--- config.mk ---
export PLATFORM = sky130hd
export DESIGN_NAME = spi_xip_top
export DESIGN_NICKNAME = d
export VERILOG_FILES = /design/src/hw/spi_flash_pkg.sv /design/src/hw/spi_xfer_pkg.sv /design/src/hw/spi_shift_engine.sv /design/src/hw/spi_sw_cmd_port.sv /design/src/hw/spi_sync_fifo.sv /design/src/hw/spi_tx_arbiter.sv /design/src/hw/spi_xip_ctrler.sv /design/src/hw/spi_xip_top.sv
export SDC_FILE = /design/constraint.sdc
export NUM_CORES = 1
export LEC_CHECK = 0
export BUFFER_PORTS_ARGS = -buffer_cell sky130_fd_sc_hd__buf_2
export CAP_MARGIN = 0
export CORE_ASPECT_RATIO = 1.25
export CORE_MARGIN = 5
export CORE_UTILIZATION = 39
export CTS_CLUSTER_DIAMETER = 200
export CTS_CLUSTER_SIZE = 8
export DETAILED_ROUTE_END_ITERATION = 16
export PLACE_DENSITY = 0.63
export SLEW_MARGIN = 10
export SYNTH_ARGS = -nofsm -noshare
export SYNTH_HDL_FRONTEND = slang
export SYNTH_SLANG_ARGS = --single-unit
--- constraint.sdc ---
create_clock -name amba_clk -period 5.5 [get_ports amba_clk]
set_clock_uncertainty 0.05 [all_clocks]
set_input_delay 0 -clock amba_clk [delete_from_list [all_inputs] [get_ports amba_clk]]
set_output_delay 0 -clock amba_clk [all_outputs]
set_load 0.02 [all_outputs]
--- src/hw/spi_flash_pkg.sv ---
package spi_flash_pkg;

    // W25Qxx-style single-lane read
    localparam int flash_addr_w = 24;        // 3-byte addressing
    localparam int flash_len_w = 12;         // length minus one
    localparam int flash_addr_bytes = flash_addr_w / 8;

    localparam logic [7:0] flash_read_cmd = 8'h03;   // normal read, no dummy clocks
    localparam logic [7:0] flash_dummy_byte = 8'hAF; // driven on mosi while data returns

endpackage

--- src/hw/spi_xfer_pkg.sv ---
package spi_xfer_pkg;

    // one byte slot on the spi bus
    typedef struct packed {
        logic [7:0] data;
        logic       release_ss;   // ss_n goes high after this byte
        logic       capture;      // received byte is kept
        logic       last;         // final captured byte of a read
        logic       src;          // 0 xip, 1 software port
    } tx_entry_t;

    // captured byte on its way to m_axis
    typedef struct packed {
        logic [7:0] data;
        logic       last;
        logic       src;
    } rx_entry_t;

endpackage

--- src/hw/spi_shift_engine.sv ---
`timescale 1ns/1ps

module spi_shift_engine (
    input  logic                    amba_clk,
    input  logic                    amba_resetn,
    output logic                    tx_ren,
    input  spi_xfer_pkg::tx_entry_t tx_dout,
    input  logic                    tx_empty,
    output logic                    rx_wen,
    output spi_xfer_pkg::rx_entry_t rx_din,
    input  logic                    rx_full,
    output logic                    sclk,
    output logic                    ss_n,
    output logic                    mosi,
    input  logic                    miso
);

    logic       busy;
    logic       phase;        // 0 sclk low half, 1 high half
    logic [2:0] bit_cnt;
    logic [7:0] tx_sr;
    logic [7:0] rx_sr;
    logic       cur_capture;
    logic       cur_release;
    logic       cur_last;
    logic       cur_src;
    logic       start;
    logic       byte_done;

    // a capturing byte waits until rx has room
    assign start = ~busy & ~tx_empty & ~(tx_dout.capture & rx_full);
    assign tx_ren = start;
    assign byte_done = busy & phase & (bit_cnt == 3'd7);

    assign mosi = busy & tx_sr[7];
    assign rx_wen = byte_done & cur_capture;

    always_comb
    begin
        rx_din.data = rx_sr;
        rx_din.last = cur_last;
        rx_din.src = cur_src;
    end

    always_ff @(posedge amba_clk or negedge amba_resetn)
    begin
        if (!amba_resetn)
        begin
            busy <= 1'b0;
            phase <= 1'b0;
            bit_cnt <= '0;
            sclk <= 1'b0;
            ss_n <= 1'b1;
        end
        else if (start)
        begin
            busy <= 1'b1;
            phase <= 1'b0;
            bit_cnt <= '0;
            ss_n <= 1'b0;    // no-op mid-frame
        end
        else if (busy)
        begin
            phase <= ~phase;
            sclk <= ~phase;  // rises leaving the low half
            if (phase)
            begin
                bit_cnt <= bit_cnt + 1'b1;
                if (bit_cnt == 3'd7)
                begin
                    busy <= 1'b0;
                    if (cur_release)
                        ss_n <= 1'b1;
                end
            end
        end
    end

    // shift registers and byte flags
    always_ff @(posedge amba_clk)
    begin
        if (start)
        begin
            tx_sr <= tx_dout.data;
            cur_capture <= tx_dout.capture;
            cur_release <= tx_dout.release_ss;
            cur_last <= tx_dout.last;
            cur_src <= tx_dout.src;
        end
        else if (busy)
        begin
            if (!phase)
                rx_sr <= {rx_sr[6:0], miso};   // sampled on the rising edge
            else
                tx_sr <= {tx_sr[6:0], 1'b0};   // next bit while sclk falls
        end
    end

endmodule

--- src/hw/spi_sw_cmd_port.sv ---
`timescale 1ns/1ps

module spi_sw_cmd_port #(
    parameter int sw_fifo_depth = 8
) (
    input  logic                    amba_clk,
    input  logic                    amba_resetn,
    input  logic                    sw_wen,
    input  logic [7:0]              sw_data,
    input  logic                    sw_release_ss,
    output logic                    sw_overflow,
    output spi_xfer_pkg::tx_entry_t req_entry,
    output logic                    req_valid,
    input  logic                    peer_full
);

    import spi_xfer_pkg::*;

    tx_entry_t push_entry;
    logic      q_full;
    logic      q_empty;

    // software frames are write-only, nothing captured
    assign push_entry = '{data: sw_data, release_ss: sw_release_ss, capture: 1'b0,
                          last: 1'b0, src: 1'b1};
    assign req_valid = ~q_empty;

    spi_sync_fifo #(
        .payload_t (tx_entry_t),
        .depth     (sw_fifo_depth)
    ) u_sw_queue (
        .amba_clk    (amba_clk),
        .amba_resetn (amba_resetn),
        .wen         (sw_wen),
        .din         (push_entry),
        .full        (q_full),
        .almost_full (),
        .ren         (req_valid & ~peer_full),
        .dout        (req_entry),
        .empty       (q_empty)
    );

    // sticky until reset
    always_ff @(posedge amba_clk or negedge amba_resetn)
    begin
        if (!amba_resetn)
            sw_overflow <= 1'b0;
        else if (sw_wen & q_full)
            sw_overflow <= 1'b1;
    end

endmodule

--- src/hw/spi_sync_fifo.sv ---
`timescale 1ns/1ps

module spi_sync_fifo #(
    parameter type payload_t = logic [7:0],
    parameter int  depth = 16
) (
    input  logic     amba_clk,
    input  logic     amba_resetn,
    input  logic     wen,
    input  payload_t din,
    output logic     full,
    output logic     almost_full,
    input  logic     ren,
    output payload_t dout,
    output logic     empty
);

    localparam int ptr_w = $clog2(depth);
    localparam int cnt_w = $clog2(depth + 1);

    payload_t         mem [depth];
    logic [ptr_w-1:0] wr_ptr;
    logic [ptr_w-1:0] rd_ptr;
    logic [cnt_w-1:0] count;
    logic             do_wr;
    logic             do_rd;

    assign do_wr = wen & ~full;   // writes into a full buffer are ignored
    assign do_rd = ren & ~empty;

    assign full = (count == cnt_w'(depth));
    assign almost_full = (count >= cnt_w'(depth - 4));
    assign empty = (count == '0);
    assign dout = mem[rd_ptr];    // fall-through head

    always_ff @(posedge amba_clk)
    begin
        if (do_wr)
            mem[wr_ptr] <= din;
    end

    always_ff @(posedge amba_clk or negedge amba_resetn)
    begin
        if (!amba_resetn)
        begin
            wr_ptr <= '0;
            rd_ptr <= '0;
            count <= '0;
        end
        else
        begin
            if (do_wr)
                wr_ptr <= (wr_ptr == ptr_w'(depth - 1)) ? '0 : wr_ptr + 1'b1;
            if (do_rd)
                rd_ptr <= (rd_ptr == ptr_w'(depth - 1)) ? '0 : rd_ptr + 1'b1;
            if (do_wr & ~do_rd)
                count <= count + 1'b1;
            else if (do_rd & ~do_wr)
                count <= count - 1'b1;
        end
    end

endmodule

--- src/hw/spi_tx_arbiter.sv ---
`timescale 1ns/1ps

module spi_tx_arbiter (
    input  logic                    amba_clk,
    input  logic                    amba_resetn,
    input  spi_xfer_pkg::tx_entry_t xip_entry,
    input  logic                    xip_valid,
    output logic                    xip_full,
    input  spi_xfer_pkg::tx_entry_t sw_entry,
    input  logic                    sw_valid,
    output logic                    sw_full,
    output logic                    tx_wen,
    output spi_xfer_pkg::tx_entry_t tx_din,
    input  logic                    tx_full
);

    logic owner;      // 0 xip, 1 software
    logic locked;     // inside a frame
    logic grant_sw;

    always_comb
    begin
        if (locked)
            grant_sw = owner;
        else if (xip_valid & sw_valid)
            grant_sw = ~owner;   // the one that did not have it last
        else
            grant_sw = sw_valid;
    end

    assign tx_din = grant_sw ? sw_entry : xip_entry;
    assign tx_wen = (grant_sw ? sw_valid : xip_valid) & ~tx_full;

    assign xip_full = tx_full | grant_sw;
    assign sw_full = tx_full | ~grant_sw;

    always_ff @(posedge amba_clk or negedge amba_resetn)
    begin
        if (!amba_resetn)
        begin
            owner <= 1'b1;   // first tie goes to xip
            locked <= 1'b0;
        end
        else if (tx_wen)
        begin
            owner <= grant_sw;
            locked <= ~tx_din.release_ss;   // frame closes with its release byte
        end
    end

endmodule

--- src/hw/spi_xip_ctrler.sv ---
`timescale 1ns/1ps

module spi_xip_ctrler #(
    parameter int power_on_delay_n = 2000
) (
    input  logic                                    amba_clk,
    input  logic                                    amba_resetn,
    input  logic                                    en_xip,
    input  logic [spi_flash_pkg::flash_addr_w-1:0]  s_axis_addr,
    input  logic [spi_flash_pkg::flash_len_w-1:0]   s_axis_len,
    input  logic                                    s_axis_valid,
    output logic                                    s_axis_ready,
    input  logic                                    rx_almost_full,
    output spi_xfer_pkg::tx_entry_t                 req_entry,
    output logic                                    req_valid,
    input  logic                                    peer_full
);

    import spi_flash_pkg::*;

    localparam int por_cnt_w = $clog2(power_on_delay_n + 2);
    localparam int addr_cnt_w = $clog2(flash_addr_bytes);

    typedef enum logic [1:0] {
        st_idle_cmd,
        st_addr,
        st_data
    } state_t;

    state_t                 state;
    logic [por_cnt_w-1:0]   por_cnt;
    logic                   en_xip_stable;
    logic [flash_addr_w-1:0] addr_sr;
    logic [addr_cnt_w-1:0]  addr_cnt;
    logic [flash_len_w-1:0] len_cnt;
    logic                   last_byte;
    logic                   push;

    assign push = req_valid & ~peer_full;   // entry accepted by the arbiter
    assign s_axis_ready = (state == st_idle_cmd) & en_xip_stable & ~peer_full;

    // flash needs time after power-up before it takes reads
    always_ff @(posedge amba_clk or negedge amba_resetn)
    begin
        if (!amba_resetn)
            por_cnt <= '0;
        else if (por_cnt != por_cnt_w'(power_on_delay_n))
            por_cnt <= por_cnt + 1'b1;
    end

    always_ff @(posedge amba_clk or negedge amba_resetn)
    begin
        if (!amba_resetn)
            en_xip_stable <= 1'b0;
        else
            en_xip_stable <= en_xip & (por_cnt == por_cnt_w'(power_on_delay_n));
    end

    always_comb
    begin
        case (state)
            st_idle_cmd: req_valid = s_axis_valid & en_xip_stable;
            st_addr:     req_valid = 1'b1;
            st_data:     req_valid = ~rx_almost_full;   // hold dummies while rx backs up
            default:     req_valid = 1'b0;
        endcase
    end

    always_comb
    begin
        req_entry.src = 1'b0;
        req_entry.capture = (state == st_data);
        req_entry.last = (state == st_data) & last_byte;
        req_entry.release_ss = (state == st_data) & last_byte;   // frame ends on last dummy
        case (state)
            st_idle_cmd: req_entry.data = flash_read_cmd;
            st_addr:     req_entry.data = addr_sr[flash_addr_w-1 -: 8];   // msb first
            default:     req_entry.data = flash_dummy_byte;
        endcase
    end

    always_ff @(posedge amba_clk or negedge amba_resetn)
    begin
        if (!amba_resetn)
            state <= st_idle_cmd;
        else if (push)
        begin
            case (state)
                st_idle_cmd:
                    state <= st_addr;
                st_addr:
                    if (addr_cnt == addr_cnt_w'(flash_addr_bytes - 1))
                        state <= st_data;
                st_data:
                    if (last_byte)
                        state <= st_idle_cmd;
                default:
                    state <= st_idle_cmd;
            endcase
        end
    end

    // request fields, loaded on acceptance
    always_ff @(posedge amba_clk)
    begin
        if (s_axis_valid & s_axis_ready)
        begin
            addr_sr <= s_axis_addr;
            addr_cnt <= '0;
            len_cnt <= s_axis_len;
            last_byte <= (s_axis_len == '0);
        end
        else if (push && state == st_addr)
        begin
            addr_sr <= addr_sr << 8;
            addr_cnt <= addr_cnt + 1'b1;
        end
        else if (push && state == st_data)
        begin
            len_cnt <= len_cnt - 1'b1;
            last_byte <= (len_cnt == flash_len_w'(1));
        end
    end

endmodule

--- src/hw/spi_xip_top.sv ---
`timescale 1ns/1ps

module spi_xip_top #(
    parameter int power_on_delay_n = 2000,
    parameter int sw_fifo_depth = 8,
    parameter int tx_fifo_depth = 16,
    parameter int rx_fifo_depth = 16
) (
    input  logic                                    amba_clk,
    input  logic                                    amba_resetn,
    input  logic                                    en_xip,
    input  logic [spi_flash_pkg::flash_addr_w-1:0]  s_axis_addr,
    input  logic [spi_flash_pkg::flash_len_w-1:0]   s_axis_len,
    input  logic                                    s_axis_valid,
    output logic                                    s_axis_ready,
    input  logic                                    sw_wen,
    input  logic [7:0]                              sw_data,
    input  logic                                    sw_release_ss,
    output logic                                    sw_overflow,
    output logic [7:0]                              m_axis_data,
    output logic                                    m_axis_last,
    output logic                                    m_axis_src,
    output logic                                    m_axis_valid,
    input  logic                                    m_axis_ready,
    output logic                                    sclk,
    output logic                                    ss_n,
    output logic                                    mosi,
    input  logic                                    miso
);

    import spi_xfer_pkg::*;

    tx_entry_t xip_entry;
    tx_entry_t sw_entry;
    tx_entry_t tx_din;
    tx_entry_t tx_dout;
    rx_entry_t rx_din;
    rx_entry_t rx_dout;
    logic      xip_valid;
    logic      xip_full;
    logic      sw_valid;
    logic      sw_full;
    logic      tx_wen;
    logic      tx_full;
    logic      tx_ren;
    logic      tx_empty;
    logic      rx_wen;
    logic      rx_full;
    logic      rx_almost_full;
    logic      rx_empty;

    assign m_axis_data = rx_dout.data;
    assign m_axis_last = rx_dout.last;
    assign m_axis_src = rx_dout.src;
    assign m_axis_valid = ~rx_empty;

    spi_xip_ctrler #(
        .power_on_delay_n (power_on_delay_n)
    ) u_xip_ctrler (
        .amba_clk       (amba_clk),
        .amba_resetn    (amba_resetn),
        .en_xip         (en_xip),
        .s_axis_addr    (s_axis_addr),
        .s_axis_len     (s_axis_len),
        .s_axis_valid   (s_axis_valid),
        .s_axis_ready   (s_axis_ready),
        .rx_almost_full (rx_almost_full),
        .req_entry      (xip_entry),
        .req_valid      (xip_valid),
        .peer_full      (xip_full)
    );

    spi_sw_cmd_port #(
        .sw_fifo_depth (sw_fifo_depth)
    ) u_sw_cmd_port (
        .amba_clk      (amba_clk),
        .amba_resetn   (amba_resetn),
        .sw_wen        (sw_wen),
        .sw_data       (sw_data),
        .sw_release_ss (sw_release_ss),
        .sw_overflow   (sw_overflow),
        .req_entry     (sw_entry),
        .req_valid     (sw_valid),
        .peer_full     (sw_full)
    );

    spi_tx_arbiter u_tx_arbiter (
        .amba_clk    (amba_clk),
        .amba_resetn (amba_resetn),
        .xip_entry   (xip_entry),
        .xip_valid   (xip_valid),
        .xip_full    (xip_full),
        .sw_entry    (sw_entry),
        .sw_valid    (sw_valid),
        .sw_full     (sw_full),
        .tx_wen      (tx_wen),
        .tx_din      (tx_din),
        .tx_full     (tx_full)
    );

    spi_sync_fifo #(
        .payload_t (tx_entry_t),
        .depth     (tx_fifo_depth)
    ) u_tx_fifo (
        .amba_clk    (amba_clk),
        .amba_resetn (amba_resetn),
        .wen         (tx_wen),
        .din         (tx_din),
        .full        (tx_full),
        .almost_full (),
        .ren         (tx_ren),
        .dout        (tx_dout),
        .empty       (tx_empty)
    );

    spi_shift_engine u_shift_engine (
        .amba_clk    (amba_clk),
        .amba_resetn (amba_resetn),
        .tx_ren      (tx_ren),
        .tx_dout     (tx_dout),
        .tx_empty    (tx_empty),
        .rx_wen      (rx_wen),
        .rx_din      (rx_din),
        .rx_full     (rx_full),
        .sclk        (sclk),
        .ss_n        (ss_n),
        .mosi        (mosi),
        .miso        (miso)
    );

    // read side of rx drains straight into m_axis
    spi_sync_fifo #(
        .payload_t (rx_entry_t),
        .depth     (rx_fifo_depth)
    ) u_rx_fifo (
        .amba_clk    (amba_clk),
        .amba_resetn (amba_resetn),
        .wen         (rx_wen),
        .din         (rx_din),
        .full        (rx_full),
        .almost_full (rx_almost_full),
        .ren         (m_axis_ready),
        .dout        (rx_dout),
        .empty       (rx_empty)
    );

endmodule

# After elaboration in Yosys (flattened, before gate mapping)
# Memories as Yosys holds them, arrays and structs flattened.
# Index checks and enable logic that the tools add are counted.
[totals]
ff_bits = 119
ram_bits = 424
out_inout_bits = 16
wordCells = 197
n_memories = 3
[classes]
add_sub_neg = 16
order_cmp = 1
eq_ne = 19
n_mux = 52
n_bitwise = 54
n_reduce_logical = 22
[memory_table]
columns = ["memory", "words", "width", "rd", "rd_ports_with_merged_regs", "wr", "line_no", "text"]
rows = [
  ["u_tx_fifo.mem", 16, 12, 1, 0, 1, "spi_sync_fifo.sv:21", "payload_t mem [depth];"],
  ["u_rx_fifo.mem", 16, 10, 1, 0, 1, "spi_sync_fifo.sv:21", ""],
  ["u_sw_cmd_port.u_sw_queue.mem", 8, 9, 1, 0, 1, "spi_sync_fifo.sv:21", ""],
]
[ops]
columns = ["operator", "n"]
rows = [
  ["two-way mux 12 bit", 4],
  ["two-way mux 24 bit", 2],
  ["AND 1 bit", 30],
  ["two-way mux 4 bit", 6],
  ["two-way mux 8 bit", 3],
  ["two-way mux 1 bit", 23],
  ["inverter 1 bit", 22],
  ["adder 4 x 1 -> 4 bit (second input constant)", 5],
  ["equality test 4 bit (second input constant)", 5],
  ["two-way mux 5 bit", 4],
  ["nonzero test 2 bit", 9],
  ["case mux 8 bit (2 select lines)", 1],
  ["two-way mux 3 bit", 5],
  ["equality test 12 x 1 -> 1 bit (second input constant)", 1],
  ["logical NOT 12 bit", 1],
  ["subtractor 12 x 1 -> 12 bit (second input constant)", 1],
  ["adder 11 x 1 -> 11 bit (second input constant)", 1],
  ["equality test 11 bit (second input constant)", 1],
  ["inequality test 11 bit (second input constant)", 1],
  ["adder 5 x 1 -> 5 bit (second input constant)", 2],
  ["equality test 5 bit (second input constant)", 2],
  ["logical NOT 5 bit", 2],
  ["subtractor 5 x 1 -> 5 bit (second input constant)", 2],
  ["adder 3 x 1 -> 3 bit (second input constant)", 3],
  ["other kinds (18)", 28],
]

# Depth between registers and ports, before layout
[depth]
ltp_word = 14
mapped_depth = 13
ltp_nobuf = 12

# By module
# From an unflattened synthesis, not the netlist that was laid out.
[hier_totals]
cells_unflattened = 1380
area_unflattened_um2 = 24019.3
[by_module_without_submodules]
columns = ["module", "instances", "cells_per_inst", "area_each_um2", "seq_area_each_um2"]
rows = [
  ["spi_sync_fifo at u_tx_fifo", 1, 441, 8405.6, 6090.8],
  ["spi_sync_fifo at u_rx_fifo", 1, 384, 7170.6, 5129.9],
  ["spi_sync_fifo at u_sw_cmd_port.u_sw_queue", 1, 205, 4385.5, 3133.0],
  ["spi_xip_ctrler", 1, 251, 2600.0, 1501.4],
  ["spi_shift_engine", 1, 64, 1084.8, 777.0],
  ["spi_tx_arbiter", 1, 28, 321.6, 51.3],
  ["spi_sw_cmd_port", 1, 6, 47.5, 25.0],
  ["spi_xip_top", 1, 1, 3.8, 0.0],
]

# Least setup slack after synthesis
# OpenSTA, ideal clock, no wires.
[synth_timing]
path_type = "flip-flop to flip-flop"
startpoint = "reg u_sw_cmd_port.u_sw_queue.count[3]"
endpoint = "reg u_xip_ctrler.addr_sr[0] (enable)"
setup_ns = 0.472
arrival_time_ns = 3.696
path_slack_ns = 1.282
stages_incl_launch_ff = 6
path_buffers = 0
synth_period_minus_slack_ns = 4.218
path_cell_list = "dfrtp_1 > or4_4 > o21ai_2 > a21o_4 > inv_4 > nor4_1"
[synth_between]
elab_chain_cells = 10
elab_cells_between_ends = 12
[synth_rtl]
columns = ["element", "line_no", "text"]
rows = [
  ["start, declared", "spi_sync_fifo.sv:24", "logic [cnt_w-1:0] count;"],
  ["start signal, assigned", "spi_sync_fifo.sv:57", "count <= count + 1'b1;"],
  ["start signal, assigned", "spi_sync_fifo.sv:59", "count <= count - 1'b1;"],
  ["logical NOT 4 bit (*)", "spi_sync_fifo.sv:33", "assign empty = (count == '0);"],
  ["inverter 1 bit (*)", "spi_sw_cmd_port.sv:26", "assign req_valid = ~q_empty;"],
  ["AND 1 bit", "spi_tx_arbiter.sv:25", "else if (xip_valid & sw_valid)"],
  ["two-way mux 1 bit (*)", "spi_tx_arbiter.sv:25", ""],
  ["two-way mux 1 bit (*)", "spi_tx_arbiter.sv:23", "if (locked)"],
  ["bitwise OR 1 bit (*)", "spi_tx_arbiter.sv:34", "assign xip_full = tx_full | grant_sw;"],
  ["inverter 1 bit (*)", "spi_xip_ctrler.sv:39, spi_xip_ctrler.sv:40", ""],
  ["AND 1 bit (on tied branches)", "spi_xip_ctrler.sv:40, spi_xip_ctrler.sv:39", ""],
  ["AND 1 bit or logical AND 1 bit (tied branches)", "spi_xip_ctrler.sv:106, spi_xip_ctrler.sv:113", ""],
  ["nonzero test 2 bit (no source line) (*)", "n/a", ""],
  ["end signal, assigned", "spi_xip_ctrler.sv:108", "addr_sr <= s_axis_addr;"],
  ["end signal, assigned", "spi_xip_ctrler.sv:115", "addr_sr <= addr_sr << 8;"],
  ["end, declared", "spi_xip_ctrler.sv:33", "logic [flash_addr_w-1:0] addr_sr;"],
]
# Every way passes the cells marked *; elsewhere a longest branch is shown, timed or not.
# A chain may end at the register's enable or synchronous reset.

# Worst setup path after layout
[layout_timing]
startpoint = "reg u_tx_fifo.rd_ptr[1]"
endpoint = "reg u_tx_fifo.count[4]"
[layout_between]
elab_chain_cells = 8
elab_cells_between_ends = 10
[layout_rtl]
columns = ["element", "line_no", "text"]
rows = [
  ["start, declared", "spi_sync_fifo.sv:23", "logic [ptr_w-1:0] rd_ptr;"],
  ["start signal, assigned", "spi_sync_fifo.sv:55", "rd_ptr <= (rd_ptr == ptr_w'(depth - 1)) ? '0 : rd_ptr + 1'b1;"],
  ["memory (16 x 12 bit) (*)", "n/a", ""],
  ["AND 1 bit (*)", "spi_shift_engine.sv:31", "assign start = ~busy & ~tx_empty & ~(tx_dout.capture & rx_full);"],
  ["inverter 1 bit (*)", "spi_shift_engine.sv:31", ""],
  ["AND 1 bit (*)", "spi_shift_engine.sv:31", ""],
  ["AND 1 bit (*)", "spi_sync_fifo.sv:29", "assign do_rd = ren & ~empty;"],
  ["inverter 1 bit", "spi_sync_fifo.sv:56", "if (do_wr & ~do_rd)"],
  ["AND 1 bit", "spi_sync_fifo.sv:56", ""],
  ["two-way mux 5 bit or nonzero test 2 bit (tied branches)", "n/a", ""],
  ["end signal, assigned", "spi_sync_fifo.sv:57", ""],
  ["end signal, assigned", "spi_sync_fifo.sv:59", ""],
  ["end, declared", "spi_sync_fifo.sv:24", ""],
]
# Marks and branches as above.

==> flow_summary_export.csv <==
group,metric,value,unit
sta,max_freq,0.273,GHz
placement,io_buffers,67,
routing,drt_iter0_markers,701,
layout,drive_above_1_share,0.245,
yosys,syn_nets,1316,
yosys,yosysSeqAreaShare,0.719,
clock_network,numCtsBuffers,77,
worst_setup_path,arrival,4.09,ns
yosys,synth_top_family_by_area,"multiplexers",
layout,nets,1492,
routing,wl_met2,23.4,mm
worst_setup_path,critPathLaunchType,"flip-flop",
yosys,ys_async_sr_fraction,0.110,
worst_setup_path,slowest_stage,"dfrtp_2",
routing,wl,44.0,mm
global_routing,first_global_vias,12200,
yosys,synth_ff_type,"edfxtp_1",
clock_network,clock_path_buffers,3,
layout,syn_to_final_growth,18.0,%
yosys,synth_xor_area_frac,0.0150,
sta,fin_crit,3.67,ns
power,ir_drop,0.326,mV
placement,dp_hpwl,27.8,mm
routing,route.detailed.drc,0,
min_path,hold_path_class,"input pin to asynchronous set/reset pin",
clock_network,post_cts_resized,0,
die,io_pins,68,
yosys,syn_inst,1229,
yosys,synthAdderAreaFrac,0.0207,
routing,drt-met1-wl,17.4,mm
yosys,synth-seq-cells,543,
layout,antenna_cells,0,
routing,drtPass1Iterations,5,
clock_network,clockRootBuffer,"clkbuf_16",
worst_setup_path,crit_type,"flip-flop to flip-flop",
sta,slew_headroom,0.180,
clock_network,clock_sinks,543,
sta,setup-violations-final,0,
layout,final_common_cell,"edfxtp_1",
yosys,synth_area_leader_cell,"edfxtp_1",
worst_setup_path,required,5.92,ns
routing,ant_nets,0,
routing,dr_wl_met3,2.07,mm
yosys,synth_compound_area_frac,0.0369,
yosys,ys_warn_count,0,
worst_setup_path,critPathMaxStageDelay,0.83,ns
die,die_h,277,um
yosys,synth_area_leaders,"edfxtp_1 65%, mux4_2 9.6%, dfrtp_1 6.5%",
routing,viasPerCell,5.19,
job,drv_cap,0,
die,start_util,0.391,
die,fp.dieArea,0.0620,mm2
die,coreArea,0.0569,mm2
global_routing,grt_max_degree,61,
yosys,yosys.area.top_type_share,0.649,
sta,tightest_slew,1.23,ns
yosys,synth.cell_area,0.0222,mm2
worst_setup_path,worstPathCellList,"mux2i_1 > mux4_2 > o21ai_1 > a21o_1 > ha_1 > inv_1 > fa_1 > a21o_1 > a21oi_1 > xnor2_1 > nor2_1 > xnor2_1",
worst_setup_path,end_kind,"flip-flop",
global_routing,grt_usage,0.144,
clock_network,cts_tree,"built",
yosys,synth-edff-count,481,
yosys,yosysUniqueCellTypes,61,
routing,top_layer,"met4",
global_routing,antenna_found_initial,0,
global_routing,grt_pass1_wl,69.8,mm
power,total_leakage_power,9.06,nW
placement,place.gp.congestion,0.777,
sta,fin_setup_tns,0,ns
sta,hold_viol_final,0,
routing,post_drt_wl_per_cell,20.1,um
sta,hold_ws,0.0531,ns
yosys,avgSynthCellArea,18.1,um2
layout,final_cell_mix,"481 x edfxtp_1, 95 x mux4_2, 77 x clkbuf_16",
sta,rsz0062_at_grt,"no",
yosys,yosys.area_share.simple,0.0448,
yosys,synthMuxAreaShare,0.149,
die,fp-row-count,98,
power,p_total,14.3,mW
clock_network,cts_max_level,3,
power,powerDensity,544,mW/mm2
outcome,outcome,"finished, final reports clean",
global_routing,grt_remaining_overflow,0,
clock_network,clk_latency,0.60,ns
sta,final.period_utilization,0.667,
worst_setup_path,crit_fanout,27,
routing,via_count,11400,
die,die_w,224,um
clock_network,clk_pin_slew,0.05,ns
sta,drv_slew,0,
-- where the power goes --
group | internal (mW) | leakage (nW) | total [mW] | switching, mW
Clock | 2.55 | 1.03 | 4.18 | 1.63
Combinational | 1.68 | 3.01 | 3.74 | 2.05
Sequential | 5.68 | 5.01 | 6.36 | 0.672
-- cells in the mapped netlist, types with 3 or more instances --
| cell type | n |
|---|---|
| a22oi_1 | 10 |
| mux2i_1 | 53 |
| mux4_2 | 95 |
| xnor2_1 | 23 |
| o21ai_0 | 34 |
| or3_1 | 4 |
| nor3_1 | 23 |
| nand2b_1 | 7 |
| nand3_1 | 20 |
| a21oi_1 | 32 |
| nand2_1 | 63 |
| o31ai_1 | 3 |
| a211oi_1 | 4 |
| nor2b_1 | 4 |
| buf_1 | 7 |
| a221oi_1 | 10 |
| a22o_1 | 3 |
| dfrtp_1 | 58 |
| edfxtp_1 | 481 |
| nor4_1 | 9 |
| or4_1 | 3 |
| buf_2 | 10 |
| clkbuf_1 | 36 |
| mux2_2 | 34 |
| nor2_1 | 47 |
| and3_1 | 6 |
| a21o_1 | 15 |
| inv_1 | 20 |
| and2_1 | 13 |
| xor2_1 | 15 |
| fa_1 | 3 |
| mux2_4 | 17 |
| ha_1 | 32 |
-- per-layer routing --
metal	GRT usage	vias to the layer above
met5	0	-
met4	0.0495	0
met3	0.0315	72
met2	0.254	290
met1	0.174	5775
li1	-	5214
-- sequential cells by signal, summed over array words and instances (netlist names), 5 cells and up --
| name | count |
|---|---|
| u_tx_fifo.count | 5 |
| u_sw_cmd_port.u_sw_queue.mem | 72 |
| u_shift_engine.tx_sr | 8 |
| u_rx_fifo.mem | 160 |
| u_tx_fifo.mem | 192 |
| u_xip_ctrler.addr_sr | 24 |
| u_xip_ctrler.por_cnt | 11 |
| u_rx_fifo.count | 5 |
| u_xip_ctrler.len_cnt | 12 |
| u_shift_engine.rx_sr | 8 |
-- cell families after synthesis --
group / count (synthesis)
AO/OA/AOI/OAI: 127
adder cells (fa/ha/maj): 35
flip-flops: 543
XOR/XNOR: 38
buffers and inverters: 79
multiplexers: 199
AND/OR/NAND/NOR: 208
-- final timing paths --
| check | startpoint | endpoint | slack, ns | cells past startpoint |
|---|---|---|---|---|
| worst max-delay path | u_tx_fifo.rd_ptr[1] | u_tx_fifo.count[4] | 1.83 | 12 |
| worst min-delay path | amba_resetn | u_xip_ctrler.por_cnt[10] | 0.05 | 3 |
| worst max register to register | u_tx_fifo.rd_ptr[1] | u_tx_fifo.count[4] | 1.83 | 12 |
| worst min register to register | u_sw_cmd_port.sw_overflow | u_sw_cmd_port.sw_overflow | 0.42 | 1 |
| max in group asynchronous | amba_resetn | u_rx_fifo.rd_ptr[0] | 4.73 | 3 |
| min in group amba_clk | miso | u_shift_engine.rx_sr[0] | 0.12 | 2 |
-- critical path: cells and delay by family (launching register included) --
family	cells	cell delay, ns
compound gates	4	0.85
flops	1	0.83
mux	2	0.69
fa+ha+maj	2	0.69
xor+xnor	2	0.25
buf+inv	1	0.12
simple gates	1	0.06
-- timing repair --
item                                   CTS  global route
setup buffers                            0             0
endpoints found under the hold margin  180             0
hold buffers                            53             0
-- cell type report --
type | instances | area (um2)
Clock buffer | 106 | 2040
Tap cell | 750 | 938
Sequential cell | 543 | 16000
Multi-Input combinational cell | 607 | 5970
Fill cell | 4827 | 30600
Inverter | 22 | 85.1
Timing Repair Buffer | 154 | 1120
Clock inverter | 7 | 105
-- through the flow --
step | std cells | area, um2 | setup slack [ns] | util
floorplan | 1229 | 22200 | 1.28 | -
global placement | 2021 | 23600 | 1.94 | 0.414
detailed placement | 2021 | 23600 | 1.86 | 0.414
CTS | 2187 | 26200 | 1.84 | 0.461
global route | 2189 | 26200 | 1.65 | 0.461
finish | 2189 | 26200 | 1.83 | 0.461
No activity file was read; power rests on OpenSTA's default activity.
